### config.mk
export PLATFORM = sky130hd
export DESIGN_NAME = smbus_mailbox
export DESIGN_NICKNAME = d
export VERILOG_FILES = /design/src/design/mailbox_pkg.sv /design/src/design/mailbox_regfile.sv /design/src/design/pec_crc8.sv /design/src/design/smbus_mailbox.sv /design/src/design/smbus_pin_sync.sv /design/src/design/smbus_target.sv
export SDC_FILE = /design/constraint.sdc
export NUM_CORES = 2
export LEC_CHECK = 0
export BUFFER_PORTS_ARGS = -buffer_cell sky130_fd_sc_hd__clkbuf_2
export CAP_MARGIN = 0
export CORE_ASPECT_RATIO = 0.5
export CORE_MARGIN = 8
export CORE_UTILIZATION = 45
export DETAILED_ROUTE_END_ITERATION = 8
export GPL_ROUTABILITY_DRIVEN = 0
export PLACE_DENSITY_LB_ADDON = 0.12
export SLEW_MARGIN = 20
export SYNTH_ARGS = -nofsm -noshare
export SYNTH_HDL_FRONTEND = slang
export SYNTH_HIERARCHICAL = 1
export SYNTH_SLANG_ARGS = --single-unit
### constraint.sdc
create_clock -name clk -period 3.84 [get_ports clk]
set_input_delay 0.192 -clock clk [delete_from_list [all_inputs] [get_ports clk]]
set_output_delay 0.192 -clock clk [all_outputs]
set_load 0.03 [all_outputs]
### src/design/mailbox_pkg.sv
package mailbox_pkg;

    // Number of SMBus target ports sharing the register file
    localparam int NUM_PORTS = 3;

    // 7-bit target address answered by every port
    localparam logic [6:0] SMBUS_ADDR = 7'h55;

    localparam int REG_AW = 8;
    localparam int DATA_W = 8;

    // PEC polynomial x^8 + x^2 + x + 1
    localparam logic [7:0] CRC_POLY = 8'h07;

    // Conditioned bus state of one port, levels plus single-cycle event pulses
    typedef struct packed {
        logic scl;
        logic sda;
        logic start;
        logic stop;
        logic scl_rise;
        logic scl_fall;
    } smb_line_t;

    // Byte offered to the shared CRC engine
    typedef struct packed {
        logic              valid;
        logic [DATA_W-1:0] data;
    } crc_byte_t;

    // Register write request from one SMBus port
    typedef struct packed {
        logic              valid;
        logic [REG_AW-1:0] idx;
        logic [DATA_W-1:0] data;
    } reg_wr_t;

    typedef struct packed {
        logic              read;
        logic              write;
        logic [REG_AW-1:0] idx;
        logic [DATA_W-1:0] wdata;
    } host_req_t;

endpackage

### src/design/mailbox_regfile.sv
`timescale 1ns/1ps

module mailbox_regfile (
    input  logic                           clk,
    input  logic                           i_resetn,
    input  mailbox_pkg::host_req_t         i_host,
    input  mailbox_pkg::reg_wr_t           i_port_wr [mailbox_pkg::NUM_PORTS],
    output logic [mailbox_pkg::DATA_W-1:0] o_host_rdata,
    output logic                           o_host_rdata_valid
);

    logic [mailbox_pkg::DATA_W-1:0] mem [2**mailbox_pkg::REG_AW];
    logic                           wr_en;
    logic [mailbox_pkg::REG_AW-1:0] wr_idx;
    logic [mailbox_pkg::DATA_W-1:0] wr_data;

    // Host first, then the lowest port index. A port write that loses in the
    // same cycle is dropped, ports are expected to take turns on the bus
    always_comb begin
        wr_en   = i_host.write;
        wr_idx  = i_host.idx;
        wr_data = i_host.wdata;
        if (!i_host.write) begin
            for (int p = mailbox_pkg::NUM_PORTS - 1; p >= 0; p--) begin
                if (i_port_wr[p].valid) begin
                    wr_en   = 1'b1;
                    wr_idx  = i_port_wr[p].idx;
                    wr_data = i_port_wr[p].data;
                end
            end
        end
    end

    always_ff @(posedge clk or negedge i_resetn) begin
        if (!i_resetn) begin
            for (int i = 0; i < 2**mailbox_pkg::REG_AW; i++) begin
                mem[i] <= '0;
            end
            o_host_rdata       <= '0;
            o_host_rdata_valid <= 1'b0;
        end else begin
            if (wr_en) begin
                mem[wr_idx] <= wr_data;
            end
            // A read in the same cycle as a write to that index sees the old byte
            o_host_rdata_valid <= i_host.read;
            if (i_host.read) begin
                o_host_rdata <= mem[i_host.idx];
            end
        end
    end

endmodule

### src/design/pec_crc8.sv
`timescale 1ns/1ps

module pec_crc8 (
    input  logic                   clk,
    input  logic                   i_resetn,
    input  mailbox_pkg::crc_byte_t i_byte [mailbox_pkg::NUM_PORTS],
    input  mailbox_pkg::smb_line_t i_line [mailbox_pkg::NUM_PORTS],
    output logic [7:0]             o_crc
);

    logic                           any_stop;
    logic                           any_valid;
    logic [mailbox_pkg::DATA_W-1:0] pick;

    // Folds one byte into the CRC, MSB first, one polynomial step per bit
    function automatic logic [7:0] crc8_fold(input logic [7:0] crc, input logic [7:0] din);
        logic [7:0] c;
        c = crc ^ din;
        for (int b = 0; b < 8; b++) begin
            c = c[7] ? ((c << 1) ^ mailbox_pkg::CRC_POLY) : (c << 1);
        end
        return c;
    endfunction

    // Scan from the top so that the lowest valid port ends up picked
    always_comb begin
        any_stop  = 1'b0;
        any_valid = 1'b0;
        pick      = '0;
        for (int p = mailbox_pkg::NUM_PORTS - 1; p >= 0; p--) begin
            any_stop = any_stop | i_line[p].stop;
            if (i_byte[p].valid) begin
                any_valid = 1'b1;
                pick      = i_byte[p].data;
            end
        end
    end

    // Shared between ports, only one of them may be mid-transaction at a time
    always_ff @(posedge clk or negedge i_resetn) begin
        if (!i_resetn) begin
            o_crc <= 8'd0;
        end else if (any_stop) begin
            o_crc <= 8'd0;
        end else if (any_valid) begin
            o_crc <= crc8_fold(o_crc, pick);
        end
    end

endmodule

### src/design/smbus_mailbox.sv
`timescale 1ns/1ps

module smbus_mailbox (
    input  logic                              clk,
    input  logic                              i_resetn,
    input  logic [mailbox_pkg::NUM_PORTS-1:0] i_scl,
    input  logic [mailbox_pkg::NUM_PORTS-1:0] i_sda,
    output logic [mailbox_pkg::NUM_PORTS-1:0] o_sda_oe,
    input  logic                              i_host_read,
    input  logic                              i_host_write,
    input  logic [mailbox_pkg::REG_AW-1:0]    i_host_addr,
    input  logic [mailbox_pkg::DATA_W-1:0]    i_host_wdata,
    output logic [mailbox_pkg::DATA_W-1:0]    o_host_rdata,
    output logic                              o_host_rdata_valid
);

    mailbox_pkg::smb_line_t smb_line [mailbox_pkg::NUM_PORTS];
    mailbox_pkg::crc_byte_t crc_byte [mailbox_pkg::NUM_PORTS];
    mailbox_pkg::reg_wr_t   port_wr  [mailbox_pkg::NUM_PORTS];
    mailbox_pkg::host_req_t host_req;
    logic [7:0]             crc;

    assign host_req = '{read:  i_host_read,
                        write: i_host_write,
                        idx:   i_host_addr,
                        wdata: i_host_wdata};

    smbus_pin_sync u_pin_sync (
        .clk      (clk),
        .i_resetn (i_resetn),
        .i_scl    (i_scl),
        .i_sda    (i_sda),
        .o_line   (smb_line)
    );

    // One Write Byte target per port, all answering the same address
    for (genvar i = 0; i < mailbox_pkg::NUM_PORTS; i++) begin : g_port
        smbus_target u_target (
            .clk        (clk),
            .i_resetn   (i_resetn),
            .i_line     (smb_line[i]),
            .i_crc      (crc),
            .o_sda_oe   (o_sda_oe[i]),
            .o_crc_byte (crc_byte[i]),
            .o_reg_wr   (port_wr[i])
        );
    end

    pec_crc8 u_pec_crc8 (
        .clk      (clk),
        .i_resetn (i_resetn),
        .i_byte   (crc_byte),
        .i_line   (smb_line),
        .o_crc    (crc)
    );

    mailbox_regfile u_regfile (
        .clk                (clk),
        .i_resetn           (i_resetn),
        .i_host             (host_req),
        .i_port_wr          (port_wr),
        .o_host_rdata       (o_host_rdata),
        .o_host_rdata_valid (o_host_rdata_valid)
    );

endmodule

### src/design/smbus_pin_sync.sv
`timescale 1ns/1ps

module smbus_pin_sync (
    input  logic                                   clk,
    input  logic                                   i_resetn,
    input  logic [mailbox_pkg::NUM_PORTS-1:0]      i_scl,
    input  logic [mailbox_pkg::NUM_PORTS-1:0]      i_sda,
    output mailbox_pkg::smb_line_t                 o_line [mailbox_pkg::NUM_PORTS]
);

    logic [mailbox_pkg::NUM_PORTS-1:0] scl_meta;
    logic [mailbox_pkg::NUM_PORTS-1:0] scl_sync;
    logic [mailbox_pkg::NUM_PORTS-1:0] sda_meta;
    logic [mailbox_pkg::NUM_PORTS-1:0] sda_sync;

    // Everything resets to the idle bus with both lines high, so the first
    // real edge after reset cannot look like a start or a stop
    always_ff @(posedge clk or negedge i_resetn) begin
        if (!i_resetn) begin
            scl_meta <= '1;
            scl_sync <= '1;
            sda_meta <= '1;
            sda_sync <= '1;
            for (int p = 0; p < mailbox_pkg::NUM_PORTS; p++) begin
                o_line[p] <= '{scl: 1'b1, sda: 1'b1, default: 1'b0};
            end
        end else begin
            scl_meta <= i_scl;
            scl_sync <= scl_meta;
            sda_meta <= i_sda;
            sda_sync <= sda_meta;
            // The output register doubles as the edge flop, its level is the previous sample
            for (int p = 0; p < mailbox_pkg::NUM_PORTS; p++) begin
                o_line[p].scl      <= scl_sync[p];
                o_line[p].sda      <= sda_sync[p];
                o_line[p].scl_rise <= scl_sync[p] & ~o_line[p].scl;
                o_line[p].scl_fall <= ~scl_sync[p] & o_line[p].scl;
                o_line[p].start    <= scl_sync[p] & o_line[p].scl & o_line[p].sda & ~sda_sync[p];
                o_line[p].stop     <= scl_sync[p] & o_line[p].scl & ~o_line[p].sda & sda_sync[p];
            end
        end
    end

endmodule

### src/design/smbus_target.sv
`timescale 1ns/1ps

module smbus_target (
    input  logic                   clk,
    input  logic                   i_resetn,
    input  mailbox_pkg::smb_line_t i_line,
    input  logic [7:0]             i_crc,
    output logic                   o_sda_oe,
    output mailbox_pkg::crc_byte_t o_crc_byte,
    output mailbox_pkg::reg_wr_t   o_reg_wr
);

    typedef enum logic [2:0] {
        ST_IDLE,
        ST_RX,
        ST_ACK_WAIT,
        ST_ACK,
        ST_IGNORE
    } state_t;

    state_t                         state;
    logic [2:0]                     bit_cnt;
    // Bytes accepted after the address byte, 0 to 3
    logic [1:0]                     byte_cnt;
    logic                           addr_done;
    logic                           crc_valid;
    logic                           wr_valid;
    logic [mailbox_pkg::DATA_W-1:0] shift_q;
    logic [mailbox_pkg::REG_AW-1:0] cmd_q;
    logic [mailbox_pkg::DATA_W-1:0] data_q;
    logic [mailbox_pkg::DATA_W-1:0] rx_byte;
    logic                           byte_done;
    logic                           accept;
    logic                           commit;

    assign rx_byte   = {shift_q[6:0], i_line.sda};
    assign byte_done = (state == ST_RX) && i_line.scl_rise && (bit_cnt == 3'd7);

    // Address byte must match with R/W at 0, later bytes are taken up to the PEC
    assign accept = addr_done ? (byte_cnt != 2'd3)
                              : (rx_byte == {mailbox_pkg::SMBUS_ADDR, 1'b0});

    // Plain Write Byte, or Write Byte with PEC whose running CRC came out zero.
    // The CRC engine clears one cycle after the stop, so i_crc still holds here
    assign commit = (state == ST_RX) &&
                    ((byte_cnt == 2'd2) || ((byte_cnt == 2'd3) && (i_crc == 8'd0)));

    always_ff @(posedge clk or negedge i_resetn) begin
        if (!i_resetn) begin
            state     <= ST_IDLE;
            bit_cnt   <= 3'd0;
            byte_cnt  <= 2'd0;
            addr_done <= 1'b0;
            o_sda_oe  <= 1'b0;
            crc_valid <= 1'b0;
            wr_valid  <= 1'b0;
        end else begin
            crc_valid <= 1'b0;
            wr_valid  <= 1'b0;
            if (i_line.start) begin
                // A repeated start also lands here and begins a fresh transaction
                state     <= ST_RX;
                bit_cnt   <= 3'd0;
                byte_cnt  <= 2'd0;
                addr_done <= 1'b0;
                o_sda_oe  <= 1'b0;
            end else if (i_line.stop) begin
                wr_valid <= commit;
                state    <= ST_IDLE;
                o_sda_oe <= 1'b0;
            end else begin
                case (state)
                    ST_RX: begin
                        if (i_line.scl_rise) begin
                            bit_cnt <= bit_cnt + 3'd1;
                        end
                        if (byte_done) begin
                            if (accept) begin
                                crc_valid <= 1'b1;
                                state     <= ST_ACK_WAIT;
                                addr_done <= 1'b1;
                                if (addr_done) begin
                                    byte_cnt <= byte_cnt + 2'd1;
                                end
                            end else begin
                                // NACK by leaving SDA alone until the next start or stop
                                state <= ST_IGNORE;
                            end
                        end
                    end
                    ST_ACK_WAIT: begin
                        if (i_line.scl_fall) begin
                            o_sda_oe <= 1'b1;
                            state    <= ST_ACK;
                        end
                    end
                    ST_ACK: begin
                        if (i_line.scl_fall) begin
                            o_sda_oe <= 1'b0;
                            state    <= ST_RX;
                        end
                    end
                    default: begin
                        state <= state;
                    end
                endcase
            end
        end
    end

    // Shift register and the captured command and data bytes
    always_ff @(posedge clk) begin
        if ((state == ST_RX) && i_line.scl_rise) begin
            shift_q <= rx_byte;
        end
        if (byte_done && addr_done && accept) begin
            if (byte_cnt == 2'd0) begin
                cmd_q <= rx_byte;
            end
            if (byte_cnt == 2'd1) begin
                data_q <= rx_byte;
            end
        end
    end

    // The shift register holds the completed byte until the ACK clock
    assign o_crc_byte = '{valid: crc_valid, data: shift_q};
    assign o_reg_wr   = '{valid: wr_valid, idx: cmd_q, data: data_q};

endmodule

# Word level (Yosys, flattened, before mapping)
# Index checks and enable logic that the tools add are counted.
[word_totals]
reg_bits = 2203
input_bits = 26
out_inout_bits = 12
word_cells = 613
[classes]
add_sub_neg = 6
n_lt_le_gt_ge = 3
eq_ne = 39
mux = 139
n_bitwise = 46
reduce_logical = 69
[op_table]
columns = ["operator", "n"]
rows = [
  ["bitwise mux 2048 bit", 1],
  ["two-way mux 8 bit", 16],
  ["two-way mux 3 bit", 38],
  ["binary-select mux 8 bit (select 8 bit)", 1],
  ["demux 8 bit (select 8 bit)", 1],
  ["two-way mux 1 bit", 58],
  ["two-way mux 2 bit", 18],
  ["nonzero test 2 bit", 16],
  ["case mux 3 bit (3 select lines)", 3],
  ["== test 8 bit, second input constant", 3],
  ["!= test 4 bit, second input constant", 6],
  ["NOT 3 bit", 8],
  ["AND reduction 4 bit", 6],
  ["AND 1 bit", 21],
  ["logical AND 1 bit", 19],
  ["== test 3 x 2 -> 1 bit, second input constant", 6],
  ["greater-or-equal comparator 9 bit, second input constant", 2],
  ["NOT 8 -> 9 bit", 2],
  ["AND reduction 3 bit", 6],
  ["AND reduction 5 bit", 3],
  ["nonzero test 5 bit", 3],
  ["== test 2 bit, second input constant", 6],
  ["!= test 4 x 3 -> 1 bit, second input constant", 3],
  ["NOT 1 bit", 12],
  ["16 further kinds", 44],
]

# Logic depth before layout (Yosys ltp)
[depth]
depth_word = 22
ltp_mapped = 12
depth_no_buf = 7

# Cells and area by module
# The synthesis kept the hierarchy.
[by_module_without_submodules]
columns = ["module", "instances", "cells_per_inst", "area_each_um2", "seq_area_each_um2"]
rows = [
  ["mailbox_regfile", 1, 6159, 96949.2, 51474.4],
  ["smbus_target", 3, 101, 1457.6, 1021.0],
  ["pec_crc8", 1, 119, 938.4, 200.2],
  ["smbus_pin_sync", 1, 42, 870.8, 773.2],
]

# Worst setup path after synthesis
# Ideal clock, no wire load.
[synth_timing]
kind = "flip-flop to flip-flop"
start = "reg g_port[0].u_target.wr_valid"
end = "reg u_regfile/mem[1424] (netlist bit)"
setup_ps = 125
arrival_ps = 2556
required_ps = 3715
path_slack_ps = 1160
stages_incl_launch_ff = 11
path_buffers = 4
synth_period_minus_slack_ps = 2680
path_cell_list = "dfrtp_1 > buf_4 > clkinv_1 > buf_2 > o211ai_1 > a21oi_2 > nand3_2 > buf_6 > buf_6 > nor3b_4 > mux2_2"
[synth_between]
elab_chain_len = 8
word_cells_on_any_way = 13
classes_between = "order compare: 2; mux: 9; bitwise: 1; reduce/logical: 1"
[synth_lines]
columns = ["element", "line_no", "rtl"]
rows = [
  ["start: declaration", "smbus_target.sv:27", "logic wr_valid;"],
  ["start signal: assignment", "smbus_target.sv:68", "wr_valid <= commit;"],
  ["two-way mux 8 bit", "mailbox_regfile.sv:25", "if (i_port_wr[p].valid) begin"],
  ["two-way mux 8 bit", "mailbox_regfile.sv:23", "if (!i_host.write) begin"],
  ["NOT 8 -> 9 bit (implied by the code)", "mailbox_regfile.sv:43", "mem[wr_idx] <= wr_data;"],
  ["greater-or-equal comparator 9 bit (implied by the code) / less-than comparator 9 x 1 -> 1 bit (equally long branches)", "mailbox_regfile.sv:43", ""],
  ["logical AND 1 bit (implied by the code)", "mailbox_regfile.sv:43", ""],
  ["two-way mux 8 bit (implied by the code)", "mailbox_regfile.sv:43", ""],
  ["demux 8 bit (select 8 bit)", "mailbox_regfile.sv:43", ""],
  ["bitwise mux 2048 bit", "mailbox_regfile.sv:43", ""],
  ["end signal: indexed assignment", "mailbox_regfile.sv:43", ""],
  ["end: declaration", "mailbox_regfile.sv:12", "logic [mailbox_pkg::DATA_W-1:0] mem [2**mailbox_pkg::REG_AW];"],
]
# Parallel ways exist; a longest one is shown, timed or not.
# A chain may end at the register's enable or synchronous reset.

# Worst setup path in the final report
[layout_timing]
start = "reg g_port[2].u_target.wr_valid"
end = "reg u_regfile/mem[534] (netlist bit)"
[layout_between]
elab_chain_len = 10
word_cells_on_any_way = 19
classes_between = "order compare: 2; mux: 15; bitwise: 1; reduce/logical: 1"
[layout_lines]
columns = ["element", "line_no"]
rows = [
  ["start: declaration", "smbus_target.sv:27"],
  ["start signal: assignment", "smbus_target.sv:68"],
  ["two-way mux 8 bit (3 in series)", "mailbox_regfile.sv:25"],
  ["two-way mux 8 bit", "mailbox_regfile.sv:23"],
  ["NOT 8 -> 9 bit (implied by the code)", "mailbox_regfile.sv:43"],
  ["greater-or-equal comparator 9 bit (implied by the code) / less-than comparator 9 x 1 -> 1 bit (equally long branches)", "mailbox_regfile.sv:43"],
  ["logical AND 1 bit (implied by the code)", "mailbox_regfile.sv:43"],
  ["two-way mux 8 bit (implied by the code)", "mailbox_regfile.sv:43"],
  ["demux 8 bit (select 8 bit)", "mailbox_regfile.sv:43"],
  ["bitwise mux 2048 bit", "mailbox_regfile.sv:43"],
]
# Parallel ways exist; a longest one is shown, timed or not.

==> key figures <==
Detailed routing
  – Final WL: 290400 um
  – Detail-routed net length per standard cell: 29.35 um
  – Residual DRC: 0
  – Via count: 59.48k
  – Length of the first detailed-routing pass in iterations: 6
  – Vias per cell: 6.012
  – Number of DRC violations after detailed-routing iteration 0: 4488
  – Remaining antenna violation count: 0

Power and ir drop
  – Sw frac: 24.79%
  – Power spent charging and discharging nets: 12.97 mW
  – Combinational share of power: 10.6%
  – Peak supply drop: 0.3999 mV
  – Internal portion of total power: 39.36 mW
  – Power share of the sequential group: 48.7%
  – Fraction of power consumed by the clock network: 40.7%
  – Leakage power: 54.32 nW
  – Ratio of total power to cell area: 454.7 nW/um^2

Setup path
  – Data required time of the critical path: 4.54 ns
  – Critical path startpoint category: register
  – Setup slack of the worst register-to-register path: 0.27 ns
  – Arrival time reported for the critical path endpoint: 4.28 ns
  – Endpoint type of the worst setup path: register
  – Biggest fanout along the worst timing path: 11
  – Setup CP Type: reg2reg

Timing
  – Final TNS setup: 0 ns
  – Least-Margin Pin Slew: 1.123 ns
  – Fin. Hold Viols: 0
  – Time the final worst path needs with I/O delays and setup: 3.573 ns
  – Final hold slack: 0.1852 ns
  – Unrepaired setup endpoints after global routing: no
  – Highest attainable clock frequency: 279.9 MHz
  – Worst Clk Skew: 0.03367 ns
  – Final count of pins violating max slew: 0
  – Worst slew slack as a fraction of its limit: 24.87%
  – Final Cycle Share: 93.05%
  – Endpoints failing setup: 0

Global routing
  – Initial antenna violation count: 11
  – Total routing usage reported by global routing: 23.53%
  – Number of global-route vias before repair: 64.03k
  – Pin count of the biggest net entering global routing: 159
  – Global-route wire length before repair: 438900 um
  – Total global routing overflow: 0

Hold path
  – Worst min-delay path class: in2reg

Yosys
  – Post-Synthesis Net Count: 6667
  – Post-synthesis sequential area ratio: 53.83%
  – Cell type with the highest aggregate area in the netlist: dfrtp_1
  – Post-synthesis instance area: 103100 um^2
  – Post-Synthesis Cells: 6623
  – Synth unique cells: 87
  – FF+latch count, synth: 2203
  – Post-synthesis average cell area: 15.57 um^2
  – Ys async rst share: 96.73%
  – Number of enable-type register cells in the synthesized netlist: 72
  – Primary FF master, synth: dfrtp_1
  – Area share of the largest cell type after synthesis: 51.27%
  – Synth warnings: 6
  – Dominant cells by area after synthesis: dfrtp_1 (51%), mux2_2 (23%), mux4_2 (10%)

CTS
  – CTS Root Buffer Type: clkbuf_16
  – Number of setup buffers added after CTS: 0
  – Clock latency on the worst-skew pair: 0.84 ns
  – Reg clk slew, reported paths: 0.06 ns
  – Number of buffers created by CTS: 209
  – CTS H-tree lvls: 4
  – CTS max path bufs: 4
  – TritonCTS Sinks: 2203
  – TritonCTS clock tree: done

Placement
  – Port Buffers: 37
  – # placed instances: 9503
  – Cell Area, Placed: 108000 um^2
  – Detailed-placement wirelength estimate: 192100 um

Outcome
  – Status: finished, final reports clean

Die
  – Full die area: 245700 um^2
  – Die extent in y: 354.5 um
  – Initial Util: 45.19%
  – Placeable Area: 228200 um^2
  – I/O pin count: 38
  – Placement Rows: 124
  – Die span in x: 693.0 um

Final layout
  – Layout cell share with drive strength beyond 1: 50.90%
  – Layout Cells excl Fill: 9895
  – Layout overhead on the synthesized area: 11.61%
  – Finished layout cell area: 115100 um^2
  – Final #Nets: 6690

Flow run
  – Max-cap violation count: 0
[worst max-delay path, cell delays in order (launching register included)]
cell	delay [ns]
dfrtp_1	0.59
mux2_4	0.34
o211ai_2	0.19
a21o_1	0.83
nand4_1	0.22
buf_4	0.33
nor3_4	0.48
mux2_2	0.40
[layout by cell type (no fill, tap or decap), types with 55 or more instances in the layout]
cell type / synthesis / layout
clkbuf_1: 319 / 56
buf_4: 72 / 204
mux2i_1: 211 / 211
clkbuf_16: 0 / 213
nand3_1: 55 / 55
mux2_2: 2065 / 2065
dfrtp_1: 2113 / 2113
o22ai_1: 68 / 68
buf_12: 0 / 81
o21ai_0: 73 / 65
nor3_4: 56 / 57
mux4_2: 466 / 466
edfxtp_1: 72 / 72
a211oi_1: 68 / 68
nand3_2: 87 / 86
a21oi_1: 63 / 61
nor2_1: 68 / 67
[flip-flops by register name, summed over array words and instances (netlist names), 8 cells and up]
signal / flops
u_pin_sync/o_line: 18
g_port.u_target/state: 9
g_port.u_target/bit_cnt: 9
g_port.u_target/shift_q: 24
g_port.u_target/data_q: 24
g_port.u_target/cmd_q: 24
u_pec_crc8/o_crc: 8
u_regfile/o_host_rdata: 8
u_regfile/mem: 2048
[stage by stage]
| step | utilization, % | power, mW | worst slack (ns) |
|---|---|---|---|
| after floorplan | - | 28.98 | 1.160 |
| after global placement | 47.31 | 31.18 | 0.1158 |
| after detailed placement | 47.31 | 31.48 | 0.1909 |
| after CTS | 50.43 | 52.94 | 0.2679 |
| after global routing | 50.43 | 54.42 | 0.1242 |
| final | 50.44 | 52.33 | 0.2670 |
[final cells by class]
type | instances | area, um^2
Clock inverter | 62 | 885.9
Tap cell | 3087 | 3862
Timing Repair Buffer | 337 | 3523
Antenna cell | 6 | 15.01
Fill cell | 18900 | 113100
Inverter | 39 | 152.6
Clock buffer | 305 | 6036
Multi-Input combinational cell | 3856 | 45120
Sequential cell | 2203 | 55510
[path summary, 6_finish.rpt]
path                            depth (start not counted)                         from                      to
worst max-delay path                                    7  g_port[2].u_target/wr_valid      u_regfile/mem[534]
worst min-delay path                                    4              i_host_wdata[0]     u_regfile/mem[1688]
worst max register to register                          7  g_port[2].u_target/wr_valid      u_regfile/mem[534]
worst min register to register                          0       u_pin_sync/sda_meta[0]  u_pin_sync/sda_sync[0]
max in group asynchronous                               4                     i_resetn      u_regfile/mem[408]
min in group asynchronous                               3                     i_resetn     u_regfile/mem[1696]
[power by group through the flow]
stage               Clock (mW)  Sequential, mW  Combinational [mW]
CTS                       21.9            25.5                5.61
global route              22.9            25.6                5.92
floorplan                    0            25.6                3.37
finish                    21.3            25.5                5.55
detailed placement           0            25.9                5.58
global placement             0            25.8                5.41
[metal layers]
layer	wire, um	GRT usage (%)
met3	15690	4.279
met1	129800	33.18
met5	13	0
met4	7825	5.823
met2	137100	37.86
[timing repair]
action,in CTS,in global routing
hold buffers,19,0
endpoints found under the hold margin,604,0
resized for setup,0,0
[synthesized netlist by cell type (22+ instances only)]
library cell	number
a211oi_1	68
a21oi_1	63
a221oi_1	23
and2_1	32
buf_1	24
buf_2	80
buf_4	72
buf_6	25
clkbuf_1	319
dfrtp_1	2113
edfxtp_1	72
inv_1	33
mux2_1	25
mux2_2	2065
mux2i_1	211
mux4_2	466
nand2_1	52
nand3_1	55
nand3_2	87
nand4_1	24
nor2_1	68
nor3_1	31
nor3_4	56
nor3b_4	32
o21ai_0	73
o221ai_1	29
o22ai_1	68
or3_1	22
[logic make-up (layout without fill, tap and decap cells)]
| group | count (synthesis) | after routing | share of synthesized area, % |
|---|---|---|---|
| muxes | 2768 | 2768 | 35.06 |
| DFF | 2203 | 2203 | 53.83 |
| and+or+nand+nor | 630 | 630 | 5.305 |
| buffers and inverters | 564 | 743 | 2.600 |
| AOI/OAI and AO/OA | 414 | 414 | 2.755 |
| xor gates and xnor gates | 26 | 26 | 0.2366 |
| adders and majority gates | 18 | 18 | 0.2184 |
| other | 0 | 6 | 0 |
Note: power is estimated with default switching activity, not from simulation.
